==> config.mk <==
export PLATFORM = sky130hd
export DESIGN_NAME = decode_stage
export DESIGN_NICKNAME = d
export VERILOG_FILES = /design/src/logic/decode_pkg.sv /design/src/logic/fetch_unpacker.sv /design/src/logic/postdecoder.sv /design/src/logic/issue_collector.sv /design/src/logic/decode_stage.sv
export SDC_FILE = /design/constraint.sdc
export NUM_CORES = 1
export LEC_CHECK = 0
export ABC_AREA = 1
export ABC_CLOCK_PERIOD_IN_PS = 3800
export BUFFER_PORTS_ARGS = -buffer_cell sky130_fd_sc_hd__buf_2
export CORE_AREA = 2 2 202 204
export CTS_CLUSTER_DIAMETER = 100
export DETAILED_ROUTE_END_ITERATION = 16
export DIE_AREA = 0 0 204 206
export SETUP_SLACK_MARGIN = 0.05
export SYNTH_ARGS = -nofsm -noshare
export SYNTH_HDL_FRONTEND = slang
export SYNTH_SLANG_ARGS = --single-unit
==> constraint.sdc <==
create_clock -name clk -period 3.8 [get_ports clk]
set_input_delay 0.57 -clock clk [delete_from_list [all_inputs] [get_ports clk]]
set_output_delay 0.57 -clock clk [all_outputs]
set_load 0.1 [all_outputs]
==> src/logic/decode_pkg.sv <==
package decode_pkg;

  // ####################################################################
  // Sizes and fixed encodings
  // ####################################################################

  localparam int LANES = 2; // Instruction words per fetch packet.
  localparam int XLEN = 32;

  localparam logic [6:0] opcode_lui       = 7'b0110111;
  localparam logic [6:0] opcode_immediate = 7'b0010011;
  localparam logic [6:0] opcode_register  = 7'b0110011;
  localparam logic [6:0] opcode_system    = 7'b1110011;
  localparam logic [6:0] opcode_fence     = 7'b0001111;

  localparam logic [2:0] funct_add  = 3'b000;
  localparam logic [2:0] funct_sll  = 3'b001;
  localparam logic [2:0] funct_slt  = 3'b010;
  localparam logic [2:0] funct_sltu = 3'b011;
  localparam logic [2:0] funct_xor  = 3'b100;
  localparam logic [2:0] funct_srl  = 3'b101;
  localparam logic [2:0] funct_or   = 3'b110;
  localparam logic [2:0] funct_and  = 3'b111;

  localparam logic [2:0] funct_mul    = 3'b000;
  localparam logic [2:0] funct_mulh   = 3'b001;
  localparam logic [2:0] funct_mulhsu = 3'b010;
  localparam logic [2:0] funct_mulhu  = 3'b011;
  localparam logic [2:0] funct_div    = 3'b100;
  localparam logic [2:0] funct_divu   = 3'b101;
  localparam logic [2:0] funct_rem    = 3'b110;
  localparam logic [2:0] funct_remu   = 3'b111;

  localparam logic [2:0] funct_priv   = 3'b000; // ECALL, EBREAK, MRET and WFI.
  localparam logic [2:0] funct_csrrw  = 3'b001;
  localparam logic [2:0] funct_csrrs  = 3'b010;
  localparam logic [2:0] funct_csrrc  = 3'b011;
  localparam logic [2:0] funct_csrrwi = 3'b101;
  localparam logic [2:0] funct_csrrsi = 3'b110;
  localparam logic [2:0] funct_csrrci = 3'b111;

  localparam logic [2:0] funct_fence   = 3'b000;
  localparam logic [2:0] funct_fence_i = 3'b001;

  localparam logic [6:0] funct7_base   = 7'b0000000;
  localparam logic [6:0] funct7_alt    = 7'b0100000; // SUB, SRA and SRAI.
  localparam logic [6:0] funct7_muldiv = 7'b0000001;

  localparam logic [11:0] csr_ecall  = 12'h000;
  localparam logic [11:0] csr_ebreak = 12'h001;
  localparam logic [11:0] csr_mret   = 12'h302;
  localparam logic [11:0] csr_wfi    = 12'h105;

  localparam logic [6:0] csr_counter_page = 7'b1100000; // Addresses 0xC00 to 0xC1F.
  localparam logic [1:0] mode_machine = 2'b11;

  localparam logic [XLEN-1:0] nop_instr = 32'h0000_0013; // addi x0, x0, 0

  // ####################################################################
  // Instruction word views
  // ####################################################################

  typedef struct packed {
    logic [6:0] funct7;
    logic [4:0] rs2;
    logic [4:0] rs1;
    logic [2:0] funct3;
    logic [4:0] rd;
    logic [6:0] opcode;
  } r_view_type;

  typedef struct packed {
    logic [11:0] csr;
    logic [4:0]  src; // rs1 for register forms, zimm for immediate forms.
    logic [2:0]  funct3;
    logic [4:0]  rd;
    logic [6:0]  opcode;
  } sys_view_type;

  typedef union packed {
    r_view_type   r_view;
    sys_view_type sys_view;
  } instr_word_u;

  // ####################################################################
  // Decoded operation flags
  // ####################################################################

  typedef struct packed {
    logic alu_add;
    logic alu_sub;
    logic alu_sll;
    logic alu_srl;
    logic alu_sra;
    logic alu_slt;
    logic alu_sltu;
    logic alu_and;
    logic alu_or;
    logic alu_xor;
  } alu_op_type;

  typedef struct packed {
    logic csrrw;
    logic csrrs;
    logic csrrc;
    logic csrrwi;
    logic csrrsi;
    logic csrrci;
  } csr_op_type;

  typedef struct packed {
    logic muls;
    logic mulh;
    logic mulhsu;
    logic mulhu;
  } mul_op_type;

  typedef struct packed {
    logic divs;
    logic divu;
    logic rem;
    logic remu;
  } div_op_type;

  localparam alu_op_type init_alu_op = '0;
  localparam csr_op_type init_csr_op = '0;
  localparam mul_op_type init_mul_op = '0;
  localparam div_op_type init_div_op = '0;

  typedef struct packed {
    instr_word_u     instr;
    logic [1:0]      mode;
    logic [XLEN-1:0] mcounteren;
  } lane_in_type;

  typedef struct packed {
    logic [XLEN-1:0] imm;
    logic [4:0]      waddr;
    logic [4:0]      raddr1;
    logic [4:0]      raddr2;
    logic            wren;
    logic            rden1;
    logic            rden2;
    logic            cwren;
    logic            crden;
    logic            lui;
    logic            nop;
    logic            csrreg;
    logic            division;
    logic            mult;
    alu_op_type      alu_op;
    csr_op_type      csr_op;
    mul_op_type      mul_op;
    div_op_type      div_op;
    logic            ecall;
    logic            ebreak;
    logic            mret;
    logic            fence;
    logic            wfi;
    logic            valid;
  } postdecoder_out_type;

  typedef struct packed {
    postdecoder_out_type decoded;
    logic                dep; // Reads a register written by an earlier lane.
  } issue_slot_type;

endpackage

==> src/logic/fetch_unpacker.sv <==
module fetch_unpacker
  import decode_pkg::*;
(
  input  logic                       clk,
  input  logic                       arst_n,
  input  logic                       fetch_valid,
  input  logic [LANES-1:0][XLEN-1:0] fetch_packet,
  input  logic [1:0]                 mode,
  input  logic [XLEN-1:0]            mcounteren,
  output lane_in_type [LANES-1:0]    lane_in,
  output logic                       packet_valid
);

  logic [LANES-1:0][XLEN-1:0] packet_q;
  logic [1:0]                 mode_q;
  logic [XLEN-1:0]            mcounteren_q;

  always_ff @(posedge clk or negedge arst_n) begin
    if (!arst_n) begin
      packet_valid <= 1'b0;
    end else begin
      packet_valid <= fetch_valid;
    end
  end

  // Privilege context is sampled with the packet so that all lanes see the same one.
  always_ff @(posedge clk) begin
    if (fetch_valid) begin
      packet_q     <= fetch_packet;
      mode_q       <= mode;
      mcounteren_q <= mcounteren;
    end
  end

  always_comb begin
    for (int k = 0; k < LANES; k++) begin
      lane_in[k].instr      = packet_q[k];
      lane_in[k].mode       = mode_q;
      lane_in[k].mcounteren = mcounteren_q;
    end
  end

  // ####################################################################
  // Checks
  // ####################################################################

  packet_valid_known: assert property (
    @(posedge clk) disable iff (!arst_n)
    !$isunknown(packet_valid)
  );

endmodule

==> src/logic/postdecoder.sv <==
module postdecoder
  import decode_pkg::*;
(
  input  lane_in_type         postdecoder_in,
  output postdecoder_out_type postdecoder_out
);

  logic [XLEN-1:0]     bits;
  r_view_type          r;
  sys_view_type        s;
  logic [XLEN-1:0]     imm_i;
  logic [XLEN-1:0]     imm_u;
  logic [XLEN-1:0]     imm_c;
  logic                rd_nonzero;
  logic                rs1_nonzero;
  logic                counter_csr;
  postdecoder_out_type dec;

  assign bits = postdecoder_in.instr;
  assign r    = postdecoder_in.instr.r_view;
  assign s    = postdecoder_in.instr.sys_view;

  assign imm_i = {{(XLEN-12){bits[31]}}, bits[31:20]};
  assign imm_u = {bits[31:12], 12'h000};
  assign imm_c = {{(XLEN-5){1'b0}}, s.src}; // Zero-extended zimm.

  assign rd_nonzero  = |r.rd;
  assign rs1_nonzero = |r.rs1;
  assign counter_csr = s.csr[11:5] == csr_counter_page;

  always_comb begin
    dec.imm      = '0;
    dec.waddr    = r.rd;
    dec.raddr1   = r.rs1;
    dec.raddr2   = r.rs2;
    dec.wren     = 1'b0;
    dec.rden1    = 1'b0;
    dec.rden2    = 1'b0;
    dec.cwren    = 1'b0;
    dec.crden    = 1'b0;
    dec.lui      = 1'b0;
    dec.nop      = 1'b0;
    dec.division = 1'b0;
    dec.mult     = 1'b0;
    dec.alu_op   = init_alu_op;
    dec.csr_op   = init_csr_op;
    dec.mul_op   = init_mul_op;
    dec.div_op   = init_div_op;
    dec.ecall    = 1'b0;
    dec.ebreak   = 1'b0;
    dec.mret     = 1'b0;
    dec.fence    = 1'b0;
    dec.wfi      = 1'b0;
    dec.valid    = 1'b1;

    case (r.opcode)
      opcode_lui: begin
        dec.imm  = imm_u;
        dec.wren = rd_nonzero;
        dec.lui  = 1'b1;
      end
      opcode_immediate: begin
        dec.imm   = imm_i;
        dec.wren  = rd_nonzero;
        dec.rden1 = 1'b1;
        case (r.funct3)
          funct_add:  dec.alu_op.alu_add = 1'b1;
          funct_slt:  dec.alu_op.alu_slt = 1'b1;
          funct_sltu: dec.alu_op.alu_sltu = 1'b1;
          funct_xor:  dec.alu_op.alu_xor = 1'b1;
          funct_or:   dec.alu_op.alu_or = 1'b1;
          funct_and:  dec.alu_op.alu_and = 1'b1;
          funct_sll: begin
            dec.alu_op.alu_sll = 1'b1;
            dec.valid = r.funct7 == funct7_base; // Shift amount is 5 bits on RV32.
          end
          funct_srl: begin
            dec.alu_op.alu_srl = r.funct7 == funct7_base;
            dec.alu_op.alu_sra = r.funct7 == funct7_alt;
            dec.valid = dec.alu_op.alu_srl | dec.alu_op.alu_sra;
          end
        endcase
      end
      opcode_register: begin
        dec.wren  = rd_nonzero;
        dec.rden1 = 1'b1;
        dec.rden2 = 1'b1;
        if (r.funct7 == funct7_muldiv) begin
          dec.mult     = ~r.funct3[2]; // Bit 2 of funct3 splits multiply from divide.
          dec.division = r.funct3[2];
          case (r.funct3)
            funct_mul:    dec.mul_op.muls = 1'b1;
            funct_mulh:   dec.mul_op.mulh = 1'b1;
            funct_mulhsu: dec.mul_op.mulhsu = 1'b1;
            funct_mulhu:  dec.mul_op.mulhu = 1'b1;
            funct_div:    dec.div_op.divs = 1'b1;
            funct_divu:   dec.div_op.divu = 1'b1;
            funct_rem:    dec.div_op.rem = 1'b1;
            funct_remu:   dec.div_op.remu = 1'b1;
          endcase
        end else begin
          case (r.funct3)
            funct_add: begin
              dec.alu_op.alu_add = r.funct7 == funct7_base;
              dec.alu_op.alu_sub = r.funct7 == funct7_alt;
            end
            funct_srl: begin
              dec.alu_op.alu_srl = r.funct7 == funct7_base;
              dec.alu_op.alu_sra = r.funct7 == funct7_alt;
            end
            funct_sll:  dec.alu_op.alu_sll = 1'b1;
            funct_slt:  dec.alu_op.alu_slt = 1'b1;
            funct_sltu: dec.alu_op.alu_sltu = 1'b1;
            funct_xor:  dec.alu_op.alu_xor = 1'b1;
            funct_or:   dec.alu_op.alu_or = 1'b1;
            funct_and:  dec.alu_op.alu_and = 1'b1;
          endcase
          dec.valid = (r.funct7 == funct7_base) ||
                      (r.funct7 == funct7_alt && (r.funct3 == funct_add ||
                                                  r.funct3 == funct_srl));
        end
      end
      opcode_system: begin
        dec.imm = imm_c;
        case (s.funct3)
          funct_priv: begin
            case (s.csr)
              csr_ecall:  dec.ecall = 1'b1;
              csr_ebreak: dec.ebreak = 1'b1;
              csr_mret:   dec.mret = 1'b1;
              csr_wfi:    dec.wfi = 1'b1;
              default:    dec.valid = 1'b0;
            endcase
          end
          funct_csrrw: begin
            dec.rden1 = 1'b1;
            dec.cwren = 1'b1;
            dec.crden = rd_nonzero; // No CSR read side effects for rd = x0.
            dec.csr_op.csrrw = 1'b1;
          end
          funct_csrrs: begin
            dec.rden1 = 1'b1;
            dec.cwren = rs1_nonzero;
            dec.crden = 1'b1;
            dec.csr_op.csrrs = 1'b1;
          end
          funct_csrrc: begin
            dec.rden1 = 1'b1;
            dec.cwren = rs1_nonzero;
            dec.crden = 1'b1;
            dec.csr_op.csrrc = 1'b1;
          end
          funct_csrrwi: begin
            dec.cwren = 1'b1;
            dec.crden = rd_nonzero;
            dec.csr_op.csrrwi = 1'b1;
          end
          funct_csrrsi: begin
            dec.cwren = |s.src;
            dec.crden = 1'b1;
            dec.csr_op.csrrsi = 1'b1;
          end
          funct_csrrci: begin
            dec.cwren = |s.src;
            dec.crden = 1'b1;
            dec.csr_op.csrrci = 1'b1;
          end
          default: dec.valid = 1'b0;
        endcase
        dec.wren = rd_nonzero && s.funct3 != funct_priv;
      end
      opcode_fence: begin
        dec.fence = r.funct3 == funct_fence || r.funct3 == funct_fence_i;
        dec.valid = dec.fence;
      end
      default: dec.valid = 1'b0;
    endcase

    dec.csrreg = |dec.csr_op;

    if (bits == nop_instr) begin
      dec.alu_op.alu_add = 1'b0;
      dec.nop = 1'b1;
    end

    // ##################################################################
    // CSR privilege check
    // ##################################################################
    if (dec.csrreg) begin
      if (postdecoder_in.mode < s.csr[9:8]) begin
        dec.valid = 1'b0;
      end
      if (counter_csr && postdecoder_in.mode != mode_machine &&
          !postdecoder_in.mcounteren[s.csr[4:0]]) begin
        dec.valid = 1'b0; // Counter not delegated below machine mode.
      end
    end
  end

  assign postdecoder_out = dec;

endmodule

==> src/logic/issue_collector.sv <==
module issue_collector
  import decode_pkg::*;
(
  input  logic                              clk,
  input  logic                              arst_n,
  input  logic                              packet_valid,
  input  postdecoder_out_type [LANES-1:0]   decoded,
  output logic                              issue_valid,
  output issue_slot_type [LANES-1:0]        issue_slots
);

  logic [LANES-1:0] dep;

  // Lane 0 has no earlier lane, so its flag stays clear.
  always_comb begin
    dep = '0;
    for (int k = 1; k < LANES; k++) begin
      for (int j = 0; j < k; j++) begin
        if (decoded[j].wren &&
            ((decoded[k].rden1 && decoded[k].raddr1 == decoded[j].waddr) ||
             (decoded[k].rden2 && decoded[k].raddr2 == decoded[j].waddr))) begin
          dep[k] = 1'b1;
        end
      end
    end
  end

  always_ff @(posedge clk or negedge arst_n) begin
    if (!arst_n) begin
      issue_valid <= 1'b0;
      issue_slots <= '0;
    end else begin
      issue_valid <= packet_valid;
      if (packet_valid) begin
        for (int k = 0; k < LANES; k++) begin
          issue_slots[k].decoded <= decoded[k];
          issue_slots[k].dep     <= dep[k];
        end
      end
    end
  end

  // ####################################################################
  // Checks on the issued slots
  // ####################################################################

  for (genvar k = 0; k < LANES; k++) begin : g_slot_checks
    op_flags_onehot: assert property (
      @(posedge clk) disable iff (!arst_n)
      issue_valid |-> $onehot0(issue_slots[k].decoded.alu_op) &&
                      $onehot0(issue_slots[k].decoded.csr_op) &&
                      $onehot0(issue_slots[k].decoded.mul_op) &&
                      $onehot0(issue_slots[k].decoded.div_op)
    );

    unit_select_exclusive: assert property (
      @(posedge clk) disable iff (!arst_n)
      issue_valid |-> $onehot0({issue_slots[k].decoded.mult,
                                issue_slots[k].decoded.division,
                                issue_slots[k].decoded.csrreg})
    );
  end

endmodule

==> src/logic/decode_stage.sv <==
module decode_stage
  import decode_pkg::*;
(
  input  logic                       clk,
  input  logic                       arst_n,
  input  logic                       fetch_valid,
  input  logic [LANES-1:0][XLEN-1:0] fetch_packet,
  input  logic [1:0]                 mode,
  input  logic [XLEN-1:0]            mcounteren,
  output logic                       issue_valid,
  output issue_slot_type [LANES-1:0] issue_slots
);

  lane_in_type [LANES-1:0]         lane_in;
  logic                            packet_valid;
  postdecoder_out_type [LANES-1:0] decoded;

  fetch_unpacker fetch_unpacker_inst (
    .clk          (clk),
    .arst_n       (arst_n),
    .fetch_valid  (fetch_valid),
    .fetch_packet (fetch_packet),
    .mode         (mode),
    .mcounteren   (mcounteren),
    .lane_in      (lane_in),
    .packet_valid (packet_valid)
  );

  for (genvar k = 0; k < LANES; k++) begin : g_lane
    postdecoder postdecoder_inst (
      .postdecoder_in  (lane_in[k]),
      .postdecoder_out (decoded[k])
    );
  end

  issue_collector issue_collector_inst (
    .clk          (clk),
    .arst_n       (arst_n),
    .packet_valid (packet_valid),
    .decoded      (decoded),
    .issue_valid  (issue_valid),
    .issue_slots  (issue_slots)
  );

endmodule

==> summary.md, run 1 <==
## STA
- **final number of hold-violating endpoints** 0
- **shortest period the worst path allows** 2390 ps
- **final setup violation count** 0
- **slew at the pin closest to its max-slew limit** 870.2 ps
- **unrepaired setup endpoints after global routing** no
- **setup TNS** 0 ps
- **timing-limited maximum frequency** 418.5 MHz
- **Max transition margin** 0.4185
- **post-route clock skew** 20.52 ps
- **final number of max-transition violations** 0
- **part of the cycle the worst path needs** 0.6289

## Critical path
- **cell occurring most often along the worst timing path** sky130_fd_sc_hd__nand2_1
- **maximum fanout encountered on the critical timing path** 18
- **number of buffers and inverters on the critical path** 1
- **Worst setup EP type** register
- **Arrival @ worst endpoint** 2850 ps
- **delay contributed by the slowest stage of the critical path** 800 ps
- **data required time of the critical path** 4260 ps
- **cell with the largest stage delay on the worst path** sky130_fd_sc_hd__edfxtp_1
- **Largest delay share family, worst path** simple AND/OR/NAND/NOR gates
- **beginning of the worst register-to-register path** fetch_unpacker_inst.lane_in[54]
- **number of stages on the worst setup path** 12
- **Worst Setup Start Kind** register
- **series of cell instances along the critical path** inv_2 > nor2_1 > nand2_1 > nand3_1 > nand3_1 > nand2_1 > nand2_1 > nand3_1 > nand2_1 > nand2_1 > nand2_1 > nand2_1
- **endpoint of the most critical register-to-register path** issue_collector_inst.issue_slots[1]
- **minimum setup slack among reg-to-reg paths** 1410 ps
- **kind of critical path** reg -> reg
- **path depth of the worst reg2reg path** 12

## Clocking
- **number of buffers on the longest clock path** 3
- **Num CTS Buffers** 34
- **cts repair resizes** 0
- **register clock-pin slew on the reported worst setup and hold paths** 50 ps
- **total number of H-tree levels** 2
- **clock tree from TritonCTS** done
- **Num Clock Sinks** 275
- **post-cts hold buffer count** 0
- **buffer type at the clock tree root** sky130_fd_sc_hd__clkbuf_16
- **insertion delay of the later-clocked pin in the worst-skew pair** 520 ps
- **number of post-CTS setup repair buffers** 0

## Pwr
- **Power Density** 504.0 mW/mm^2
- **maximum vdd ir drop** 0.2692 mV
- **static leakage** 0.007514 uW
- **relative contribution of sequential cells to total power** 0.446
- **clock group share of total power** 0.435
- **share of power burned in combinational logic** 0.119
- **P_int** 5377 uW
- **Sw Ratio** 0.2811
- **switching power of the nets** 2102 uW

## Floorplanning
- **Starting Density** 0.2941
- **Core Footprint** 0.04018 mm^2
- **die span in x** 204 um
- **vertical extent of the die** 206 um
- **# rows** 74
- **die footprint** 0.04202 mm^2
- **boundary pin count** 278

## Logic synthesis
- **library cells used by synthesis** 44
- **net count of the mapped netlist** 1,363
- **share of synthesized flip-flops with an asynchronous set or reset** 0.6436
- **count of yosys warnings during synthesis** 0
- **portion of the post-synthesis area used by sequential elements** 0.6238
- **most instantiated flip-flop cell in the synthesis netlist** sky130_fd_sc_hd__dfrtp_1
- **biggest area contributors in the synthesized netlist** sky130_fd_sc_hd__dfrtp_1, sky130_fd_sc_hd__edfxtp_1, sky130_fd_sc_hd__nand2_1, sky130_fd_sc_hd__o21ai_0, sky130_fd_sc_hd__inv_1
- **post-synthesis instance total** 1,260
- **number of synthesized register bits** 275
- **number of synthesized flops with an enable pin** 98
- **leading area contributor after synthesis** sky130_fd_sc_hd__dfrtp_1
- **area fraction of the dominant cell type after synthesis** 0.3748
- **mean instance size in the synthesized netlist** 9.379 um^2
- **Synth Cell Area** 0.01182 mm^2

## Global route
- **vias in the first global route** 9,473
- **pin count of the biggest net entering global routing** 98
- **antenna violations before repair** 0
- **combined global-route utilization of all metal layers** 0.1859
- **gr ovfl total** 0
- **wire length of the first global-routing pass** 58,470 um

## Final layout
- **layout cell share with drive strength beyond 1** 0.2436
- **NumNets Final** 1,631
- **synth-to-layout area growth** 25.56%
- **Antenna Cells** 0
- **final core utilization** 0.3693

## Drt
- **DRT iter0 DRCs** 662
- **1st-pass router iterations** 5
- **antenna-violating nets left** 0
- **vias per cell** 4.754
- **via count** 9,907
- **total wire length** 39,290 um
- **wire per inst** 18.85 um
- **number of remaining DRC errors** 0

## Placed design
- **RD Place Congestion** 0.8430
- **PortBufs** 276
- **HPWL after detailed placement** 28,640 um

## Min path
- **path class of the lowest-slack min-delay path** in -> async

## Job
- **max-cap check violation count** 0

## Run status
- **outcome** finished clean

## power by group through the flow
stage / Clock (uW) / Sequential [uW] / Combinational (uW)
2_1_floorplan: 0 / 3670 / 284
3_3_place_gp: 0 / 3390 / 893
3_5_place_dp: 0 / 3390 / 894
4_1_cts: 3340 / 3340 / 897
5_1_grt: 3470 / 3350 / 960
6_report: 3250 / 3340 / 889
## cells in the final DEF (no fill, tap or decap), types with 5 or more instances in the layout
cell type	count
sky130_fd_sc_hd__a32o_1	6
sky130_fd_sc_hd__o21ai_0	115
sky130_fd_sc_hd__clkbuf_1	5
sky130_fd_sc_hd__o21ai_1	22
sky130_fd_sc_hd__o31ai_1	5
sky130_fd_sc_hd__buf_2	274
sky130_fd_sc_hd__nor2_1	41
sky130_fd_sc_hd__edfxtp_1	98
sky130_fd_sc_hd__clkbuf_16	35
sky130_fd_sc_hd__nand2_2	5
sky130_fd_sc_hd__clkbuf_8	6
sky130_fd_sc_hd__inv_1	99
sky130_fd_sc_hd__nand3_1	57
sky130_fd_sc_hd__buf_4	10
sky130_fd_sc_hd__nor3_1	16
sky130_fd_sc_hd__inv_2	5
sky130_fd_sc_hd__nor4_1	5
sky130_fd_sc_hd__dfrtp_1	176
sky130_fd_sc_hd__clkinv_1	5
sky130_fd_sc_hd__nand4_1	17
sky130_fd_sc_hd__nor2_2	6
sky130_fd_sc_hd__o22ai_1	6
sky130_fd_sc_hd__nand2_1	479
sky130_fd_sc_hd__o31ai_2	7
## layer usage
| layer | share of wire | up-vias | track usage |
|---|---|---|---|
| met2 | 0.44 | 374 | 0.2817 |
| met1 | 0.46 | 4820 | 0.2644 |
| li1 | - | 4664 | - |
| met5 | 0 | - | 0 |
| met3 | 0.073 | 49 | 0.04052 |
| met4 | 0.024 | 0 | 0.05978 |
## cell usage after synthesis, drive strengths merged (2+ instances only)
cell,n
o21ai,141
nor4,5
clkbuf,26
o41ai,2
o31ai,12
clkinv,2
xor2,2
buf,28
nor2,48
nor3,20
nor3b,2
nand3,59
xnor2,4
o22ai,10
ha,2
inv,105
dfrtp,177
nand2,484
edfxtp,98
a21oi,4
a32o,6
nand4,17
## registers in the layout, summed over array words and instances (netlist names)
register                          flops
fetch_unpacker_inst.mcounteren_q     32
fetch_unpacker_inst.packet_valid      1
issue_collector_inst.issue_valid      1
fetch_unpacker_inst.lane_in          64
issue_collector_inst.issue_slots    175
fetch_unpacker_inst.mode_q            2
## stage by stage
stage	hold WS, ps	area [um^2]	setup slack (ps)	std cells	power (uW)
after detailed placement	460.3	13710	1419	2024	4286
after CTS	142.4	14840	1407	2084	7574
after global placement	460.9	13710	1405	2024	4283
after global routing	166.6	14840	1158	2084	7780
final	62.21	14840	1410	2084	7479
after floorplan	274.4	11820	2296	1260	3956
## worst max-delay path by stage
stage,from,to,slack (ps)
floorplan,fetch_unpacker_inst.lane_in[103],issue_collector_inst.issue_slots[161],2300
global placement,fetch_unpacker_inst.lane_in[54],issue_collector_inst.issue_slots[1],1400
detailed placement,fetch_unpacker_inst.lane_in[54],issue_collector_inst.issue_slots[1],1420
CTS,fetch_unpacker_inst.lane_in[54],issue_collector_inst.issue_slots[1],1410
global route,fetch_unpacker_inst.lane_in[54],issue_collector_inst.issue_slots[1],1160
finish,fetch_unpacker_inst.lane_in[54],issue_collector_inst.issue_slots[1],1410
## kinds of logic after synthesis
logic type / synth area share
simple gates: 0.2236
fa+ha+maj: 0.002117
other cells: 0.0003173
xor+xnor: 0.004447
flops: 0.6238
buf+inv: 0.05580
compound gates: 0.08989
## cell type report
type                            instances  area (um^2)
Multi-Input combinational cell        824         3786
Sequential cell                       275         7373
Inverter                              107        407.9
Clock inverter                         15        161.4
Clock buffer                           45        963.4
Timing Repair Buffer                  286         1480
Tap cell                              532        665.6
Fill cell                            4133        25350
Note: power is estimated with default switching activity, not from simulation.
==> run 2: changes to the inputs <==
ABC_AREA = 0   (was 1)
ABC_CLOCK_PERIOD_IN_PS = 2250   (was 3800)
CORE_AREA = 2 2 200 202   (was 2 2 202 204)
DIE_AREA = 0 0 202 204   (was 0 0 204 206)
clock period = 2.25 ns   (was 3.8 ns; I/O delays follow)
==> summary.md, run 2 <==
## Critical path
- **cell with the largest stage delay on the worst path** sky130_fd_sc_hd__or4_4
- **number of buffers and inverters on the critical path** 0
- **number of stages on the worst setup path** 6
- **beginning of the worst register-to-register path** fetch_unpacker_inst.lane_in[103]
- **Worst setup EP type** register
- **cell occurring most often along the worst timing path** sky130_fd_sc_hd__a21oi_1
- **maximum fanout encountered on the critical timing path** 20
- **critical path endpoint** issue_collector_inst.issue_slots[174]
- **Largest delay share family, worst path** simple AND/OR/NAND/NOR gates
- **endpoint of the most critical register-to-register path** issue_collector_inst.issue_slots[174]
- **series of cell instances along the critical path** nand2b_1 > or4_4 > nor2_4 > and2_2 > a21oi_1 > a21oi_1
- **delay contributed by the slowest stage of the critical path** 540 ps
- **Worst Setup Start Kind** register
- **minimum setup slack among reg-to-reg paths** 240 ps
- **Arrival @ worst endpoint** 2490 ps
- **path depth of the worst reg2reg path** 6
- **data required time of the critical path** 2730 ps
- **start point of the critical path** fetch_unpacker_inst.lane_in[103]
- **kind of critical path** reg -> reg

## Drt
- **highest signal layer in the routed design** met4
- **1st-pass router iterations** 5
- **antenna-violating nets left** 0
- **number of remaining DRC errors** 0
- **met2 WL post-DR** 16,760 um
- **total wire length** 36,880 um
- **wire per inst** 19.15 um
- **met3 routed wirelength** 2332 um
- **DRT iter0 DRCs** 561
- **vias per cell** 4.818
- **metal1 wirelength** 16,630 um
- **via count** 9,279

## Logic synthesis
- **mean instance size in the synthesized netlist** 11.83 um^2
- **area share of fa/ha/maj cells after synthesis** 0.002158
- **share of synthesized flip-flops with an asynchronous set or reset** 0.6436
- **number of synthesized register bits** 275
- **multiplexer area fraction after synthesis** 0.07164
- **biggest area contributors in the synthesized netlist** sky130_fd_sc_hd__dfrtp_1, sky130_fd_sc_hd__edfxtp_1, sky130_fd_sc_hd__a21oi_1, sky130_fd_sc_hd__mux2_2, sky130_fd_sc_hd__inv_1
- **dominant cell by count in the synthesized netlist** sky130_fd_sc_hd__dfrtp_1
- **area fraction of the dominant cell type after synthesis** 0.3819
- **library cells used by synthesis** 69
- **post-synthesis instance total** 980
- **Synth Cell Area** 0.01160 mm^2
- **net count of the mapped netlist** 1,083
- **most instantiated flip-flop cell in the synthesis netlist** sky130_fd_sc_hd__dfrtp_1
- **number of synthesized flops with an enable pin** 98
- **complex-gate fraction of the synthesized area** 0.1193
- **xor/xnor cell area share of the yosys netlist** 0.008307
- **Commonest cells post-synth** sky130_fd_sc_hd__dfrtp_1, sky130_fd_sc_hd__a21oi_1, sky130_fd_sc_hd__edfxtp_1
- **portion of the post-synthesis area used by sequential elements** 0.6357
- **leading area contributor after synthesis** sky130_fd_sc_hd__dfrtp_1
- **count of yosys warnings during synthesis** 0
- **area fraction in and, or, nand and nor cells after synthesis** 0.1076
- **largest family of logic cells by synthesized area** compound AO/OA/AOI/OAI gates

## Floorplanning
- **# rows** 73
- **boundary pin count** 278
- **Core Footprint** 0.03918 mm^2
- **Starting Density** 0.2960
- **die span in x** 202 um
- **die footprint** 0.04121 mm^2
- **vertical extent of the die** 204 um

## Final layout
- **flip-flop count of the largest register after layout** 175
- **Antenna Cells** 0
- **register area** 0.007376 mm^2
- **post-route insts no fill** 1,926
- **area taken by multi-input logic gates** 0.003593 mm^2
- **layout cell share with drive strength beyond 1** 0.3219
- **largest register by flop count** issue_collector_inst.issue_slots
- **commonest cells after routing, fill and taps aside** sky130_fd_sc_hd__buf_2, sky130_fd_sc_hd__dfrtp_1, sky130_fd_sc_hd__a21oi_1
- **FILL cells** 3,738
- **leading cell type in the layout, fill and taps excluded** sky130_fd_sc_hd__buf_2
- **NumNets Final** 1,480
- **synth-to-layout area growth** 36.64%

## Clocking
- **clock tree from TritonCTS** done
- **buffer type at the clock tree root** sky130_fd_sc_hd__clkbuf_16
- **register clock-pin slew on the reported worst setup and hold paths** 70 ps
- **Num Clock Sinks** 275
- **total number of H-tree levels** 1
- **Num CTS Buffers** 30
- **insertion delay of the later-clocked pin in the worst-skew pair** 560 ps
- **number of buffers on the longest clock path** 3

## STA
- **part of the cycle the worst path needs** 0.8947
- **final worst hold slack** 77.22 ps
- **post-route clock skew** 9.092 ps
- **final setup violation count** 0
- **Max transition margin** 0.6094
- **setup TNS** 0 ps
- **final number of hold-violating endpoints** 0
- **timing-limited maximum frequency** 496.8 MHz
- **shortest period the worst path allows** 2013 ps
- **unrepaired setup endpoints after global routing** no
- **slew at the pin closest to its max-slew limit** 585.9 ps
- **final number of max-transition violations** 0

## Placed design
- **RD Place Congestion** 0.8518
- **HPWL after detailed placement** 26,410 um
- **Post-Place Cells** 1,771
- **PortBufs** 276

## Job
- **max-cap check violation count** 0

## Global route
- **vias in the first global route** 9,412
- **antenna violations before repair** 0
- **gr ovfl total** 0
- **combined global-route utilization of all metal layers** 0.1754
- **wire length of the first global-routing pass** 56,010 um
- **pin count of the biggest net entering global routing** 82

## Min path
- **path class of the lowest-slack min-delay path** in -> reg

## Run status
- **outcome** finished clean

## Pwr
- **static leakage** 0.006913 uW
- **Power Density** 834.1 mW/mm^2
- **maximum vdd ir drop** 0.5477 mV

## run 2: kinds of logic after synthesis
| kind of cell | Yosys count |
|---|---|
| AO/OA/AOI/OAI | 232 |
| XOR/XNOR | 11 |
| adder cells (fa/ha/maj) | 2 |
| buffers and inverters | 150 |
| flip-flops | 275 |
| multiplexers | 75 |
| other | 1 |
| AND/OR/NAND/NOR | 234 |
## run 2: cell type report
cell class / instances / share of cell area
flip-flops and latches: 275 / 0.4655
multi-input cells: 555 / 0.2268
repair buffers: 431 / 0.1809
clock buffers: 32 / 0.04919
well taps: 525 / 0.04145
inverters: 84 / 0.01990
clock inverters: 24 / 0.01634
## run 2: metrics by stage
stage	power (uW)	instance area (um^2)	setup WS, ps	utilization
after CTS	13370	15840	223.5	0.4043
final	13220	15850	237.0	0.4044
after floorplan	7329	11600	500.4	-
after detailed placement	8028	13810	265.6	0.3525
after global routing	13700	15850	78.81	0.4044
after global placement	8010	13810	204.7	0.3525
## run 2: worst min-delay path by stage
stage | start | endpoint | cells after the start
floorplan | arst_n | fetch_unpacker_inst.packet_valid | 0
global placement | arst_n | issue_collector_inst.issue_slots[140] | 1
detailed placement | arst_n | issue_collector_inst.issue_slots[142] | 1
CTS | fetch_valid | fetch_unpacker_inst.packet_valid | 1
global route | fetch_valid | fetch_unpacker_inst.packet_valid | 1
finish | fetch_valid | fetch_unpacker_inst.packet_valid | 1
## run 2: power breakdown
group          switching (uW)  internal, uW
sequential                255          5510
clock                    2080          3080
combinational            1710           591
total                    4040          9180
## run 2: per-layer routing
| metal | up-vias | global-route usage |
|---|---|---|
| met5 | - | 0 |
| met4 | 0 | 0.06276 |
| met3 | 70 | 0.03013 |
| met2 | 350 | 0.2711 |
| met1 | 4547 | 0.2479 |
| li1 | 4312 | - |
## run 2: worst reg2reg max path, delay by kind of cell, from the launching register on
kind	cells	cell delay, ps
AND/OR/NAND/NOR	4	1260
flip-flops	1	410
AO/OA/AOI/OAI	2	270
## run 2: timing repair
| action | in CTS | in global routing |
|---|---|---|
| setup endpoints to repair | 0 | 2 |
| hold buffers | 99 | 0 |
| gates resized for setup | 0 | 1 |
| hold endpoints to repair | 152 | 0 |
| buffers inserted | 0 | 0 |
